[src/pcie_driver_consts.svh]
`ifndef PCIE_DRIVER_CONSTS_SVH
`define PCIE_DRIVER_CONSTS_SVH

// --------------------
// Bus widths
// --------------------
`define TRN_DW          64                 // Local-link data width
`define TRN_REM_W       8                  // Byte remainder width
`define BAR_HIT_W       7                  // One bit per BAR plus expansion ROM
`define DW_W            32                 // PCIe double word
`define PTR_W           64                 // Host pointers and page addresses
`define REG_OFS_W       6                  // Quadword register offset

// --------------------
// TLP header fields
// --------------------
`define TLP_FMT_MWR32   2'b10              // 3-DW header with data
`define TLP_TYPE_MEM    5'b00000           // Memory request
`define TLP_LEN_QW      10'd2              // Two DWs of payload
`define BAR_CTRL        0                  // BAR0 bit in trn_rbar_hit_n
`define REG_ADDR_LSB    3                  // Address bit of offset LSB

// --------------------
// Register map
// --------------------
`define REG_HP1_ADDR    6'd0               // Huge page 1 address
`define REG_HP2_ADDR    6'd1               // Huge page 2 address
`define REG_SW_PTR      6'd2               // Software pointer
`define REG_TIME        6'd3               // Low DW nsecs, high DW secs
`define REG_CTRL        6'd4               // Interrupt and timestamp enables
`define CTRL_INT_EN     0                  // Interrupt enable bit
`define CTRL_TS_EN      1                  // Timestamp enable bit

// Time base of the 250 MHz clock
`define NSECS_PER_TICK  32'd4
`define NSECS_PER_SEC   32'd1000000000

`endif
[src/pcie_driver_pkg.sv]
`include "pcie_driver_consts.svh"

package pcie_driver_pkg;

    // --------------------
    // Receive local-link
    // --------------------
    // Strobes are active high once inside the design
    typedef struct packed {
        logic [`TRN_DW-1:0]    rd;         // Beat data
        logic [`TRN_REM_W-1:0] rrem_n;     // Remainder as on the core
        logic                  sof;        // Start of frame
        logic                  eof;        // End of frame
        logic                  valid;      // Source ready
        logic                  bar0_hit;   // TLP targets the control BAR
    } trn_rx_t;

    // --------------------
    // Register access
    // --------------------
    typedef struct packed {
        logic                  valid;      // One-cycle write strobe
        logic [`REG_OFS_W-1:0] offset;     // Quadword offset into BAR0
        logic [`PTR_W-1:0]     data;       // First data DW in low half
    } reg_wr_t;

    // One receive huge page slot
    typedef struct packed {
        logic [`PTR_W-1:0]     addr;       // Host physical address
        logic                  ready;      // Page owned by hardware
    } huge_page_t;

    // --------------------
    // Time of day
    // --------------------
    typedef struct packed {
        logic [`DW_W-1:0]      nsecs;      // Always below one second
        logic [`DW_W-1:0]      secs;
    } sys_time_t;

endpackage

[src/pcie_endpoint_driver.sv]
`timescale 1ns/1ps
`include "pcie_driver_consts.svh"

module pcie_endpoint_driver
    import pcie_driver_pkg::*;
(
    input  logic                  trn_clk,
    input  logic                  reset,

    // Receive local-link
    input  logic [`TRN_DW-1:0]    trn_rd,
    input  logic [`TRN_REM_W-1:0] trn_rrem_n,
    input  logic                  trn_rsof_n,
    input  logic                  trn_reof_n,
    input  logic                  trn_rsrc_rdy_n,
    input  logic [`BAR_HIT_W-1:0] trn_rbar_hit_n,
    output logic                  trn_rdst_rdy_n,

    // Producer side
    input  logic [`PTR_W-1:0]     hw_pointer,
    input  logic                  huge_page_free_1,
    input  logic                  huge_page_free_2,
    output huge_page_t            huge_page_1,
    output huge_page_t            huge_page_2,
    output logic [`PTR_W-1:0]     sw_pointer,
    output sys_time_t             sys_time,
    output logic                  rx_timestamp_en,

    // Configuration port interrupt
    input  logic                  cfg_interrupt_rdy_n,
    output logic                  cfg_interrupt_n
);

    trn_rx_t rx;                                   // Receive beat, active high
    reg_wr_t reg_wr;                               // Decoded host write
    logic    sw_ptr_written;
    logic    int_enable;

    // --------------------
    // Receive port packing
    // --------------------
    assign rx = '{rd:       trn_rd,
                  rrem_n:   trn_rrem_n,
                  sof:      !trn_rsof_n,
                  eof:      !trn_reof_n,
                  valid:    !trn_rsrc_rdy_n,
                  bar0_hit: !trn_rbar_hit_n[`BAR_CTRL]};

    assign trn_rdst_rdy_n = 1'b0;                  // Never back-pressure

    // --------------------
    // Blocks
    // --------------------
    tlp_rx_decode tlp_rx_decode_i (
        .trn_clk (trn_clk),
        .reset   (reset),
        .rx      (rx),
        .reg_wr  (reg_wr)
    );

    host_reg_bank host_reg_bank_i (
        .trn_clk          (trn_clk),
        .reset            (reset),
        .reg_wr           (reg_wr),
        .huge_page_free_1 (huge_page_free_1),
        .huge_page_free_2 (huge_page_free_2),
        .huge_page_1      (huge_page_1),
        .huge_page_2      (huge_page_2),
        .sw_pointer       (sw_pointer),
        .sw_ptr_written   (sw_ptr_written),
        .int_enable       (int_enable),
        .rx_timestamp_en  (rx_timestamp_en)
    );

    sys_time sys_time_i (
        .trn_clk  (trn_clk),
        .reset    (reset),
        .reg_wr   (reg_wr),
        .sys_time (sys_time)
    );

    interrupt_ctrl interrupt_ctrl_i (
        .trn_clk             (trn_clk),
        .reset               (reset),
        .int_enable          (int_enable),
        .hw_pointer          (hw_pointer),
        .sw_pointer          (sw_pointer),
        .sw_ptr_written      (sw_ptr_written),
        .cfg_interrupt_rdy_n (cfg_interrupt_rdy_n),
        .cfg_interrupt_n     (cfg_interrupt_n)
    );

endmodule

[src/interrupt_ctrl.sv]
`timescale 1ns/1ps
`include "pcie_driver_consts.svh"

module interrupt_ctrl (
    input  logic              trn_clk,
    input  logic              reset,
    input  logic              int_enable,          // Host interrupt enable
    input  logic [`PTR_W-1:0] hw_pointer,          // Producer position
    input  logic [`PTR_W-1:0] sw_pointer,          // Host position
    input  logic              sw_ptr_written,      // Host moved its pointer
    input  logic              cfg_interrupt_rdy_n, // Core took the request
    output logic              cfg_interrupt_n      // Request, active low
);

    logic armed;                                   // One interrupt per pointer update
    logic req_cond;
    logic fire;

    // --------------------
    // Request condition
    // --------------------
    assign req_cond = armed && int_enable && (hw_pointer != sw_pointer);
    assign fire     = cfg_interrupt_n && req_cond; // Only from idle

    always_ff @(posedge trn_clk) begin
        if (reset) begin
            armed <= 1'b1;                         // Ready for the first request
        end else if (fire) begin
            armed <= 1'b0;
        end else if (sw_ptr_written) begin
            armed <= 1'b1;                         // Rearm on host update
        end
    end

    // --------------------
    // Core handshake
    // --------------------
    always_ff @(posedge trn_clk) begin
        if (reset) begin
            cfg_interrupt_n <= 1'b1;
        end else if (cfg_interrupt_n) begin
            if (fire) begin
                cfg_interrupt_n <= 1'b0;           // Assert request
            end
        end else if (!cfg_interrupt_rdy_n) begin
            cfg_interrupt_n <= 1'b1;               // Core acknowledged
        end
    end

    // Request drops only after the core accepted it
    a_hold_until_rdy: assert property (@(posedge trn_clk) disable iff (reset)
        $rose(cfg_interrupt_n) |-> $past(!cfg_interrupt_rdy_n));

endmodule

[src/sys_time.sv]
`timescale 1ns/1ps
`include "pcie_driver_consts.svh"

module sys_time
    import pcie_driver_pkg::*;
(
    input  logic      trn_clk,
    input  logic      reset,
    input  reg_wr_t   reg_wr,                   // Host load of the time
    output sys_time_t sys_time                  // Current time of day
);

    logic             time_hit;
    logic [`DW_W-1:0] nsecs_next;               // One tick ahead
    logic             sec_wrap;

    // --------------------
    // Tick arithmetic
    // --------------------
    assign time_hit   = reg_wr.valid && (reg_wr.offset == `REG_TIME);
    assign nsecs_next = sys_time.nsecs + `NSECS_PER_TICK;
    assign sec_wrap   = (nsecs_next >= `NSECS_PER_SEC);  // Crossed a second

    always_ff @(posedge trn_clk) begin
        if (reset) begin
            sys_time <= '0;
        end else if (time_hit) begin
            sys_time.nsecs <= reg_wr.data[`DW_W-1:0];    // Low DW
            sys_time.secs  <= reg_wr.data[`PTR_W-1:`DW_W];
        end else if (sec_wrap) begin
            sys_time.nsecs <= nsecs_next - `NSECS_PER_SEC;
            sys_time.secs  <= sys_time.secs + 1'b1;
        end else begin
            sys_time.nsecs <= nsecs_next;               // Free running
        end
    end

    // Nanoseconds always normalized
    a_nsecs_range: assert property (@(posedge trn_clk) disable iff (reset)
        sys_time.nsecs < `NSECS_PER_SEC);

endmodule

[src/host_reg_bank.sv]
`timescale 1ns/1ps
`include "pcie_driver_consts.svh"

module host_reg_bank
    import pcie_driver_pkg::*;
(
    input  logic              trn_clk,
    input  logic              reset,
    input  reg_wr_t           reg_wr,           // From the TLP decoder
    input  logic              huge_page_free_1, // Consumer done with page 1
    input  logic              huge_page_free_2, // Consumer done with page 2
    output huge_page_t        huge_page_1,
    output huge_page_t        huge_page_2,
    output logic [`PTR_W-1:0] sw_pointer,
    output logic              sw_ptr_written,   // Pulse with each pointer update
    output logic              int_enable,
    output logic              rx_timestamp_en
);

    logic [`PTR_W-1:0] page_addr [2];           // Slot addresses
    logic [1:0]        page_ready;
    logic [1:0]        page_hit;                // Host write to slot
    logic [1:0]        page_free;
    logic              sw_ptr_hit;
    logic              ctrl_hit;

    // --------------------
    // Offset decode
    // --------------------
    assign page_hit[0] = reg_wr.valid && (reg_wr.offset == `REG_HP1_ADDR);
    assign page_hit[1] = reg_wr.valid && (reg_wr.offset == `REG_HP2_ADDR);
    assign sw_ptr_hit  = reg_wr.valid && (reg_wr.offset == `REG_SW_PTR);
    assign ctrl_hit    = reg_wr.valid && (reg_wr.offset == `REG_CTRL);
    // REG_TIME belongs to the time counter

    assign page_free = {huge_page_free_2, huge_page_free_1};

    // --------------------
    // Huge page slots
    // --------------------
    always_ff @(posedge trn_clk) begin
        if (reset) begin
            page_ready <= 2'b00;
        end else begin
            for (int i = 0; i < 2; i++) begin
                if (page_hit[i]) begin
                    page_ready[i] <= 1'b1;      // Host handed the page over
                end else if (page_free[i]) begin
                    page_ready[i] <= 1'b0;      // Write wins over a same-cycle free
                end
            end
        end
    end

    always_ff @(posedge trn_clk) begin
        for (int i = 0; i < 2; i++) begin
            if (page_hit[i]) begin
                page_addr[i] <= reg_wr.data;
            end
        end
    end

    // --------------------
    // Pointer and control
    // --------------------
    always_ff @(posedge trn_clk) begin
        if (reset) begin
            sw_pointer      <= '0;
            sw_ptr_written  <= 1'b0;
            int_enable      <= 1'b0;
            rx_timestamp_en <= 1'b0;
        end else begin
            sw_ptr_written <= sw_ptr_hit;       // Aligned with the new pointer
            if (sw_ptr_hit) begin
                sw_pointer <= reg_wr.data;
            end
            if (ctrl_hit) begin
                int_enable      <= reg_wr.data[`CTRL_INT_EN];
                rx_timestamp_en <= reg_wr.data[`CTRL_TS_EN];
            end
        end
    end

    assign huge_page_1 = '{addr: page_addr[0], ready: page_ready[0]};
    assign huge_page_2 = '{addr: page_addr[1], ready: page_ready[1]};

    // Consumer only frees pages it was given
    a_free_owned: assert property (@(posedge trn_clk) disable iff (reset)
        (page_free & ~page_ready) == 2'b00);

endmodule

[src/tlp_rx_decode.sv]
`timescale 1ns/1ps
`include "pcie_driver_consts.svh"

module tlp_rx_decode
    import pcie_driver_pkg::*;
(
    input  logic     trn_clk,
    input  logic     reset,
    input  trn_rx_t  rx,                       // Receive beat, active-high strobes
    output reg_wr_t  reg_wr                    // Decoded register write
);

    // Beat position inside the current TLP
    typedef enum logic [1:0] {
        ST_HDR,                                // Waiting for start beat
        ST_ADDR,                               // Header DW2 plus first data DW
        ST_DATA                                // Second data DW
    } state_t;

    state_t                state;
    logic                  hdr_ok;             // Start beat passed every check
    logic                  start_ok;
    logic                  addr_beat;
    logic                  data_end;
    logic [`DW_W-1:0]      hdr_dw0;
    logic [`DW_W-1:0]      data_lo;            // First data DW held for the end beat
    logic                  wr_valid;
    logic [`REG_OFS_W-1:0] wr_offset;
    logic [`PTR_W-1:0]     wr_data;

    // --------------------
    // Start beat checks
    // --------------------
    assign hdr_dw0  = rx.rd[`TRN_DW-1:`DW_W];  // DW0 rides in the upper half
    assign start_ok = rx.bar0_hit
                   && (hdr_dw0[30:29] == `TLP_FMT_MWR32)
                   && (hdr_dw0[28:24] == `TLP_TYPE_MEM)
                   && (hdr_dw0[9:0]   == `TLP_LEN_QW);

    // Beats that carry payload, only outside a start beat
    assign addr_beat = rx.valid && !rx.sof && (state == ST_ADDR);
    assign data_end  = rx.valid && !rx.sof && (state == ST_DATA) && rx.eof;

    // --------------------
    // Beat tracker
    // --------------------
    always_ff @(posedge trn_clk) begin
        if (reset) begin
            state    <= ST_HDR;
            hdr_ok   <= 1'b0;
            wr_valid <= 1'b0;
        end else begin
            wr_valid <= 1'b0;                  // Single-cycle strobe
            if (rx.valid) begin
                if (rx.sof) begin              // Restart on any new frame
                    hdr_ok <= start_ok;
                    state  <= rx.eof ? ST_HDR : ST_ADDR;
                end else begin
                    case (state)
                        ST_ADDR: state <= rx.eof ? ST_HDR : ST_DATA;  // Short TLP drops out
                        ST_DATA: begin
                            if (rx.eof) begin
                                wr_valid <= hdr_ok;
                                state    <= ST_HDR;
                            end
                        end
                        default: state <= ST_HDR;   // Stray beat without sof
                    endcase
                end
            end
        end
    end

    // --------------------
    // Payload capture
    // --------------------
    always_ff @(posedge trn_clk) begin
        if (addr_beat) begin
            wr_offset <= rx.rd[`DW_W + `REG_ADDR_LSB +: `REG_OFS_W];  // Quadword index
            data_lo   <= rx.rd[`DW_W-1:0];
        end
        if (data_end) begin
            wr_data <= {rx.rd[`TRN_DW-1:`DW_W], data_lo};           // Wire order kept
        end
    end

    assign reg_wr = '{valid: wr_valid, offset: wr_offset, data: wr_data};

    // Strobe never stretches into a second cycle
    a_wr_single: assert property (@(posedge trn_clk) disable iff (reset)
        reg_wr.valid |=> !reg_wr.valid);

    // A write only comes out of a sampled end beat
    a_wr_after_eof: assert property (@(posedge trn_clk) disable iff (reset)
        reg_wr.valid |-> $past(rx.valid && rx.eof));

endmodule

[config.mk]
export PLATFORM = sky130hd
export DESIGN_NAME = pcie_endpoint_driver
export DESIGN_NICKNAME = d
export VERILOG_FILES = /design/src/pcie_driver_pkg.sv /design/src/pcie_endpoint_driver.sv /design/src/interrupt_ctrl.sv /design/src/sys_time.sv /design/src/host_reg_bank.sv /design/src/tlp_rx_decode.sv
export VERILOG_INCLUDE_DIRS = /design/src
export SDC_FILE = /design/constraint.sdc
export NUM_CORES = 1
export LEC_CHECK = 0
export BUFFER_PORTS_ARGS = -buffer_cell sky130_fd_sc_hd__buf_2
export CAP_MARGIN = 40
export CORE_MARGIN = 10
export CORE_UTILIZATION = 56
export CTS_CLUSTER_SIZE = 28
export DETAILED_ROUTE_END_ITERATION = 7
export PLACE_DENSITY = 0.85
export SLEW_MARGIN = 10
export SYNTH_ARGS = -nofsm -noshare
export SYNTH_HDL_FRONTEND = slang
export SYNTH_SLANG_ARGS = --single-unit
[constraint.sdc]
create_clock -name trn_clk -period 24.7 [get_ports trn_clk]
set_clock_uncertainty 0.1 [all_clocks]
set_input_delay 6.175 -clock trn_clk [delete_from_list [all_inputs] [get_ports trn_clk]]
set_output_delay 6.175 -clock trn_clk [all_outputs]
set_load 0.02 [all_outputs]
==> results of run 1 <==
==> cells in the mapped netlist, drive strengths merged, types with 2 or more instances <==
library cell / count / share of area
o21bai: 3 / 0.0015
o211a: 3 / 0.0020
nand3b: 6 / 0.0030
and3b: 2 / 0.0012
a2bb2oi: 2 / 0.0012
o22ai: 2 / 0.00084
or3: 7 / 0.0030
and3: 10 / 0.0042
edfxtp: 230 / 0.47
nor4b: 7 / 0.0046
o21a: 4 / 0.0020
nor2: 74 / 0.019
inv: 16 / 0.0040
nor4: 32 / 0.016
o31ai: 4 / 0.0020
o21ai: 16 / 0.0062
a31o: 3 / 0.0018
a31oi: 4 / 0.0017
buf: 18 / 0.0067
nand3: 44 / 0.016
a211oi: 44 / 0.024
xnor2: 41 / 0.024
nor3b: 6 / 0.0034
mux2i: 3 / 0.0020
nand2b: 5 / 0.0021
nand4: 31 / 0.014
and4b: 2 / 0.0013
nor3: 22 / 0.011
or4: 6 / 0.0030
dfxtp: 139 / 0.19
xor2: 88 / 0.052
and4: 10 / 0.0059
nand2: 185 / 0.047
a21o: 5 / 0.0025
and2: 7 / 0.0030
a311oi: 3 / 0.0018
nor2b: 3 / 0.0013
ha: 3 / 0.0025
a21oi: 95 / 0.032
clkbuf: 43 / 0.011
==> cells by family (layout without fill, tap and decap cells) <==
logic type                 count (synthesis)  after routing  synth area share
AOI/OAI and AO/OA                        193            193           0.08337
xor gates and xnor gates                 129            129           0.07612
adders and majority gates                  3              3          0.002529
buffers and inverters                     77            496           0.02158
DFF                                      369            369            0.6528
muxes                                      4              4          0.002782
other                                      1              6         0.0002526
and+or+nand+nor                          461            461            0.1606
==> layout by cell type, fill, tap and decap left out, types with 11 or more instances in the layout <==
master,instances
a211oi_1,40
a21oi_1,95
buf_2,395
buf_4,11
clkbuf_16,40
dfxtp_1,139
edfxtp_1,230
inv_1,16
nand2_1,185
nand3_1,41
nand4_1,29
nor2_1,72
nor3_2,12
nor4_1,28
o21ai_0,14
xnor2_1,41
xor2_1,88
==> worst max-delay path by stage <==
stage	start	endpoint	slack (ps)	cells after the start
global route	hw_pointer[11]	interrupt_ctrl_i.cfg_interrupt_n$_SDFF_PP1_	16800	7
detailed placement	hw_pointer[11]	interrupt_ctrl_i.armed$_SDFFE_PP1P_	16290	7
floorplan	trn_rsrc_rdy_n	tlp_rx_decode_i.wr_valid$_SDFF_PP0_	10860	3
global placement	hw_pointer[10]	interrupt_ctrl_i.cfg_interrupt_n$_SDFF_PP1_	16420	7
finish	sys_time_i.sys_time[2]$_SDFFE_PP0P_	sys_time[2]	16880	1
CTS	hw_pointer[11]	interrupt_ctrl_i.armed$_SDFFE_PP1P_	16840	7
==> final cells by class <==
| class | count | area, um^2 | area share |
|---|---|---|---|
| well taps | 335 | 419.2 | 0.02265 |
| clock buffers | 47 | 1047 | 0.05659 |
| inverters | 16 | 60.06 | 0.003245 |
| multi-input cells | 791 | 4868 | 0.2631 |
| repair buffers | 410 | 2150 | 0.1162 |
| clock inverters | 23 | 259.0 | 0.01400 |
| diodes | 5 | 12.51 | 0.0006761 |
| flip-flops and latches | 369 | 9689 | 0.5236 |
==> flip-flops by register name, indices dropped and copies added (netlist names), 2 cells and up <==
signal                      cells
host_reg_bank_i.sw_pointer     64
sys_time_i.sys_time            64
host_reg_bank_i.page_addr     128
tlp_rx_decode_i.data_lo        32
tlp_rx_decode_i.wr_offset       6
host_reg_bank_i.page_ready      2
tlp_rx_decode_i.wr_data        64
tlp_rx_decode_i.state           2
==> per-layer routing <==
layer / vias up / share of wire / global-route usage
met1: 5715 / 0.38 / 0.3632
li1: 5283 / - / -
met4: 4 / 0.043 / 0.1130
met3: 123 / 0.097 / 0.06988
met2: 690 / 0.48 / 0.4596
met5: - / 0.00060 / 0
==> where the power goes <==
| part | switching (mW) | internal (mW) | total [mW] |
|---|---|---|---|
| combinational | 0.0168 | 0.0114 | 0.0282 |
| sequential | 0.00105 | 0.650 | 0.651 |
| clock | 0.245 | 0.348 | 0.593 |
==> per-stage QoR <==
step	util	hold WS (ps)	power, mW	instance area (um^2)	worst slack [ps]
2_1_floorplan	-	300.3	0.6738	14840	10860
3_3_place_gp	0.6561	300.4	0.6916	17100	16420
3_5_place_dp	0.6595	304.5	0.6923	17190	16290
4_1_cts	0.7097	316.7	1.276	18490	16840
5_1_grt	0.7099	324.2	1.302	18500	16800
6_report	0.7101	318.6	1.272	18510	16880
==> metrics, run 1 <==
Max Fanout on Critical Path 17; Seq cells post-synth 369; RR Startpoint sys_time_i.sys_time[34]$_SDFF_PP0_; syn_nets 1,391; setup violators final 0; crit share post-route 0.3168; post-DP HPWL 36,680 um; Site Rows 59; data arrival time of the critical path 1550 ps; Worst-Margin Slew 884.5 ps; Fmax 127.8 MHz; overall die width 182.8 um; largest net degree at the start of global routing 74; WL per Instance 25.03 um; Yosys cell types 65; FFs w/ async S/R, synth 0; Slowest cell on crit path dfxtp_1; Worst Reg-to-Reg Cells 11; reg2reg end sys_time_i.sys_time[59]$_SDFF_PP0_; post-synthesis sequential area ratio 0.6528; drt initial violations 1,281; Worst setup SP type register; DRT Pass-1 Iters 5; Clock Sinks 369; filler instances 1,812; worst skew pair latency 530 ps; max_cap viols 0; first-pass GRT wire length 73,050 um; Lkg Pwr 7.181 nW; Worst-path clk slew 60 ps; initial antenna violation count 7; clk buf depth 3; Setup CP Type reg2out; Hold EP tlp_rx_decode_i.wr_data[27]$_DFFE_PP_; worst hold path class reg2reg; RD Place Congestion 0.9321; CTS tree built; post-layout min period 7824 ps; # hold bufs at CTS 0; WHS Path Cells 0; YS warnings 0; Avg Cell Area, Syn 12.00 um^2; Root Buffer clkbuf_16; Worst path max stage delay 730 ps; Initial Util 0.5696; Slew Limit Fails 0; hold_sp tlp_rx_decode_i.data_lo[27]$_DFFE_PP_; Final nets 1,780; H-tree depth 2; run status finished, final reports clean; Post-synth EDFFs 230; endpoints failing hold 0; PortBufs 396; final setup TNS 0 ps; unrepaired setup endpoints after global routing no; die area 0.03342 mm^2; post-CTS setup buffers 0; CP Cell Sequence buf_2; Main synth FF type edfxtp_1; Synth-to-Final Area Change 24.67%; final non-filler cell total 1,996; Req. time, crit path 18,420 ps; post-synthesis cell count 1,237; Total GRT Usage 0.2845; CP Capture Type primary output; I/O pins 412; worst vdd rail ir drop 0.08592 mV; Routed Antenna Nets 0; CP top delay family flip-flops; critical path buffer and inverter count 1; number of gates resized after cts 0; gr ovfl total 0; R2R Setup Slk 20,150 ps; Core ar. 0.02606 mm^2; Slew headroom 0.4104; residual DRC count 0; vias in the first global route 11,600; pwr dens 68.76 mW/mm^2; total routed wirelength 49,950 um; layout cells sized above 1 0.3080; Die Span Y 182.8 um; Post-Syn Area 0.01484 mm^2; CTS Buf Count 38; vias post-DR 11,820; placed insts 1,921; vias per cell 5.919
Power figures use the tool's default switching activity.
==> run 2, diff against run 1 <==
- ABC_AREA: not set -> 1
- CORE_UTILIZATION: 56 -> 53
- PLACE_DENSITY: 0.85 -> 0.8
- clock period: 24.7 -> 8.12 ns (I/O delays scaled with it)
==> metrics, run 2 <==
setup violators final 0 (unchanged); Lkg Pwr 8.236 nW (+15%); max reg flops 128 (unchanged); layout cells sized above 1 0.2467 (-0.06131); Die Span Y 190.8 um (+4.4%); post-DP HPWL 37,440 um (+2.1%); most common cell after layout, fill and taps aside buf_2; max_cap viols 0 (unchanged); Clock Sinks 369 (unchanged); RD Place Congestion 0.9230 (-0.98%); vias per cell 5.427 (-8.3%); CTS tree built; Synth area leader edfxtp_1; run status finished, final reports clean; Site Rows 62 (+5.1%); CTS Buf Count 37 (-2.6%); count leader, synth nand2_1; PortBufs 396 (unchanged); post-synthesis sequential area ratio 0.6266 (-0.02615); filler instances 2,246 (+24%); data arrival time of the critical path 4760 ps (+3210 ps); post-CTS setup buffers 0 (unchanged); Synth area leaders edfxtp_1, dfxtp_1, nand2_1; Slew Limit Fails 0 (unchanged); Main synth FF type edfxtp_1; post-synthesis cell count 1,596 (+29%); FFs w/ async S/R, synth 0 (unchanged); Reg with most FFs host_reg_bank_i.page_addr; H-tree depth 2 (unchanged); # hold bufs at CTS 0 (unchanged); final setup TNS 0 ps (unchanged); Synth-to-Final Area Change 24.45%; Root Buffer clkbuf_16; vias in the first global route 12,890 (+11%); CP Cell Sequence ha_1 > inv_1 > nor2_4 > nand3_1 > clkinv_1 > nand3_1 > nand2_1 > inv_1 > nand2_2 > nor2_1 > nor3_4 > nand3_4 > nor2_4 > nand2_1 > a21oi_1; Total GRT Usage 0.2704 (-0.01412); syn_nets 1,750 (+26%); Yosys cell types 37 (-43%); Max Fanout on Critical Path 46 (+29); Worst-Margin Slew 948.4 ps (+63.96 ps); YS warnings 0 (unchanged); crit share post-route 0.5431; Post-Syn Area 0.01546 mm^2 (+4.2%); largest net degree at the start of global routing 86 (+16%); list of most frequent post-synthesis cells nand2_1, edfxtp_1, nor2_1, dfxtp_1, inv_1; Final nets 2,148 (+21%); overall die width 190.8 um (+4.4%); Worst-path clk slew 70 ps (about the same); Slowest cell on crit path nor2_4; worst skew pair latency 540 ps (about the same); I/O pins 412 (unchanged); DRT Pass-1 Iters 6 (+1); worst hold path class reg2reg; pre-CTS setup slack 3807 ps (-12,480 ps); unrepaired setup endpoints after global routing no; final non-filler cell total 2,413 (+21%); Slew headroom 0.3619 (-0.04847); Core ar. 0.02878 mm^2 (+10%); WL per Instance 20.95 um (-16%); residual DRC count 0 (unchanged); clk buf depth 3 (unchanged); number of gates resized after cts 0 (unchanged); vias post-DR 13,100 (+11%); Routed Antenna Nets 0 (unchanged); die area 0.03641 mm^2 (+8.9%); Worst path max stage delay 840 ps (+110 ps); CP Capture Type register; worst setup margin 3710 ps (-13,170 ps); Initial Util 0.5373 (-0.03234); Req. time, crit path 8470 ps (-9950 ps); Worst setup SP type register; initial antenna violation count 8 (+1); gr ovfl total 0 (unchanged); commonest cells after routing, fill and taps aside buf_2, nand2_1, edfxtp_1; Fmax 226.7 MHz; total routed wirelength 50,560 um (+1.2%); post-layout min period 4410 ps; drt initial violations 1,320 (+3.0%); placed insts 2,338 (+22%); endpoints failing hold 0 (unchanged); Setup CP Type reg2reg; worst vdd rail ir drop 0.1943 mV (+130%); first-pass GRT wire length 76,170 um (+4.3%); Avg Cell Area, Syn 9.688 um^2 (-19%); Post-synth EDFFs 230 (unchanged); pwr dens 203.6 mW/mm^2 (+200%); Seq cells post-synth 369 (unchanged); share of the synthesized area in the top cell type 0.4467 (-0.01864)
run 2: cell types whose count changed in the layout (fill, tap and decap cells not counted), sizes merged, moves of 11 or more:
cell / before / now
o21ai: 16 / 123
nand3: 44 / 86
nor2: 74 / 221
inv: 19 / 145
xnor2: 41 / 16
nand2: 185 / 356
a211oi: 44 / 0
nor3: 22 / 11
a21oi: 95 / 71
run 2: where the power goes:
group / switching [mW] / total, mW / internal [mW] / leakage, nW
logic: 0.0477 / 0.0846 / 0.0369 / 4.40
registers: 0.00351 / 1.98 / 1.98 / 3.19
clock network: 0.731 / 1.85 / 1.12 / 0.644
total: 0.782 / 3.92 / 3.14 / 8.24
run 2: layout make-up:
type	count	area, um^2	area share
inverters	145	544.3	0.02828
multi-input cells	1031	5046	0.2622
clock buffers	43	969.7	0.05039
diodes	6	15.01	0.0007802
flip-flops and latches	369	9689	0.5035
well taps	384	480.5	0.02497
repair buffers	410	2145	0.1114
clock inverters	25	354.1	0.01840
run 2: worst max-delay path, delay by kind of cell, from the launching register on:
kind                       cells  cell delay [ps]
AOI/OAI and AO/OA              1              200
adders and majority gates      1              340
buffers and inverters          3              330
DFF                            1              550
and+or+nand+nor               10             2770
run 2: path summary, 6_finish.rpt:
kind / start / to / slack (ps) / depth (start not counted)
min: tlp_rx_decode_i.data_lo[25]$_DFFE_PP_ / tlp_rx_decode_i.wr_data[25]$_DFFE_PP_ / 320 / 0
min reg2reg: tlp_rx_decode_i.data_lo[25]$_DFFE_PP_ / tlp_rx_decode_i.wr_data[25]$_DFFE_PP_ / 320 / 0
max: sys_time_i.sys_time[34]$_SDFF_PP0_ / sys_time_i.sys_time[12]$_SDFFE_PP0P_ / 3710 / 15
max reg2reg: sys_time_i.sys_time[34]$_SDFF_PP0_ / sys_time_i.sys_time[12]$_SDFFE_PP0P_ / 3710 / 15
run 2: logic make-up after synthesis:
group	count (synthesis)	synth area share
other	1	0.0002425
xor gates and xnor gates	96	0.05438
buffers and inverters	196	0.05009
and+or+nand+nor	728	0.1991
DFF	369	0.6266
adders and majority gates	3	0.002428
AOI/OAI and AO/OA	203	0.06716
run 2: through the flow:
stage	hold WS [ps]	total power, mW	util	cell area [um^2]
2_1_floorplan	300.3	2.053	-	15470
3_3_place_gp	300.5	2.101	0.6191	17820
3_5_place_dp	304.5	2.105	0.6212	17880
4_1_cts	318.8	3.931	0.6672	19200
5_1_grt	321.6	4.015	0.6686	19240
6_report	317.0	3.918	0.6686	19240
run 2: layer usage:
metal	share of wire	global-route usage	vias up
met3	0.094	0.05743	104
met1	0.39	0.3474	6188
met4	0.033	0.09358	4
met5	0.00063	0	-
li1	-	-	6101
met2	0.48	0.4444	699
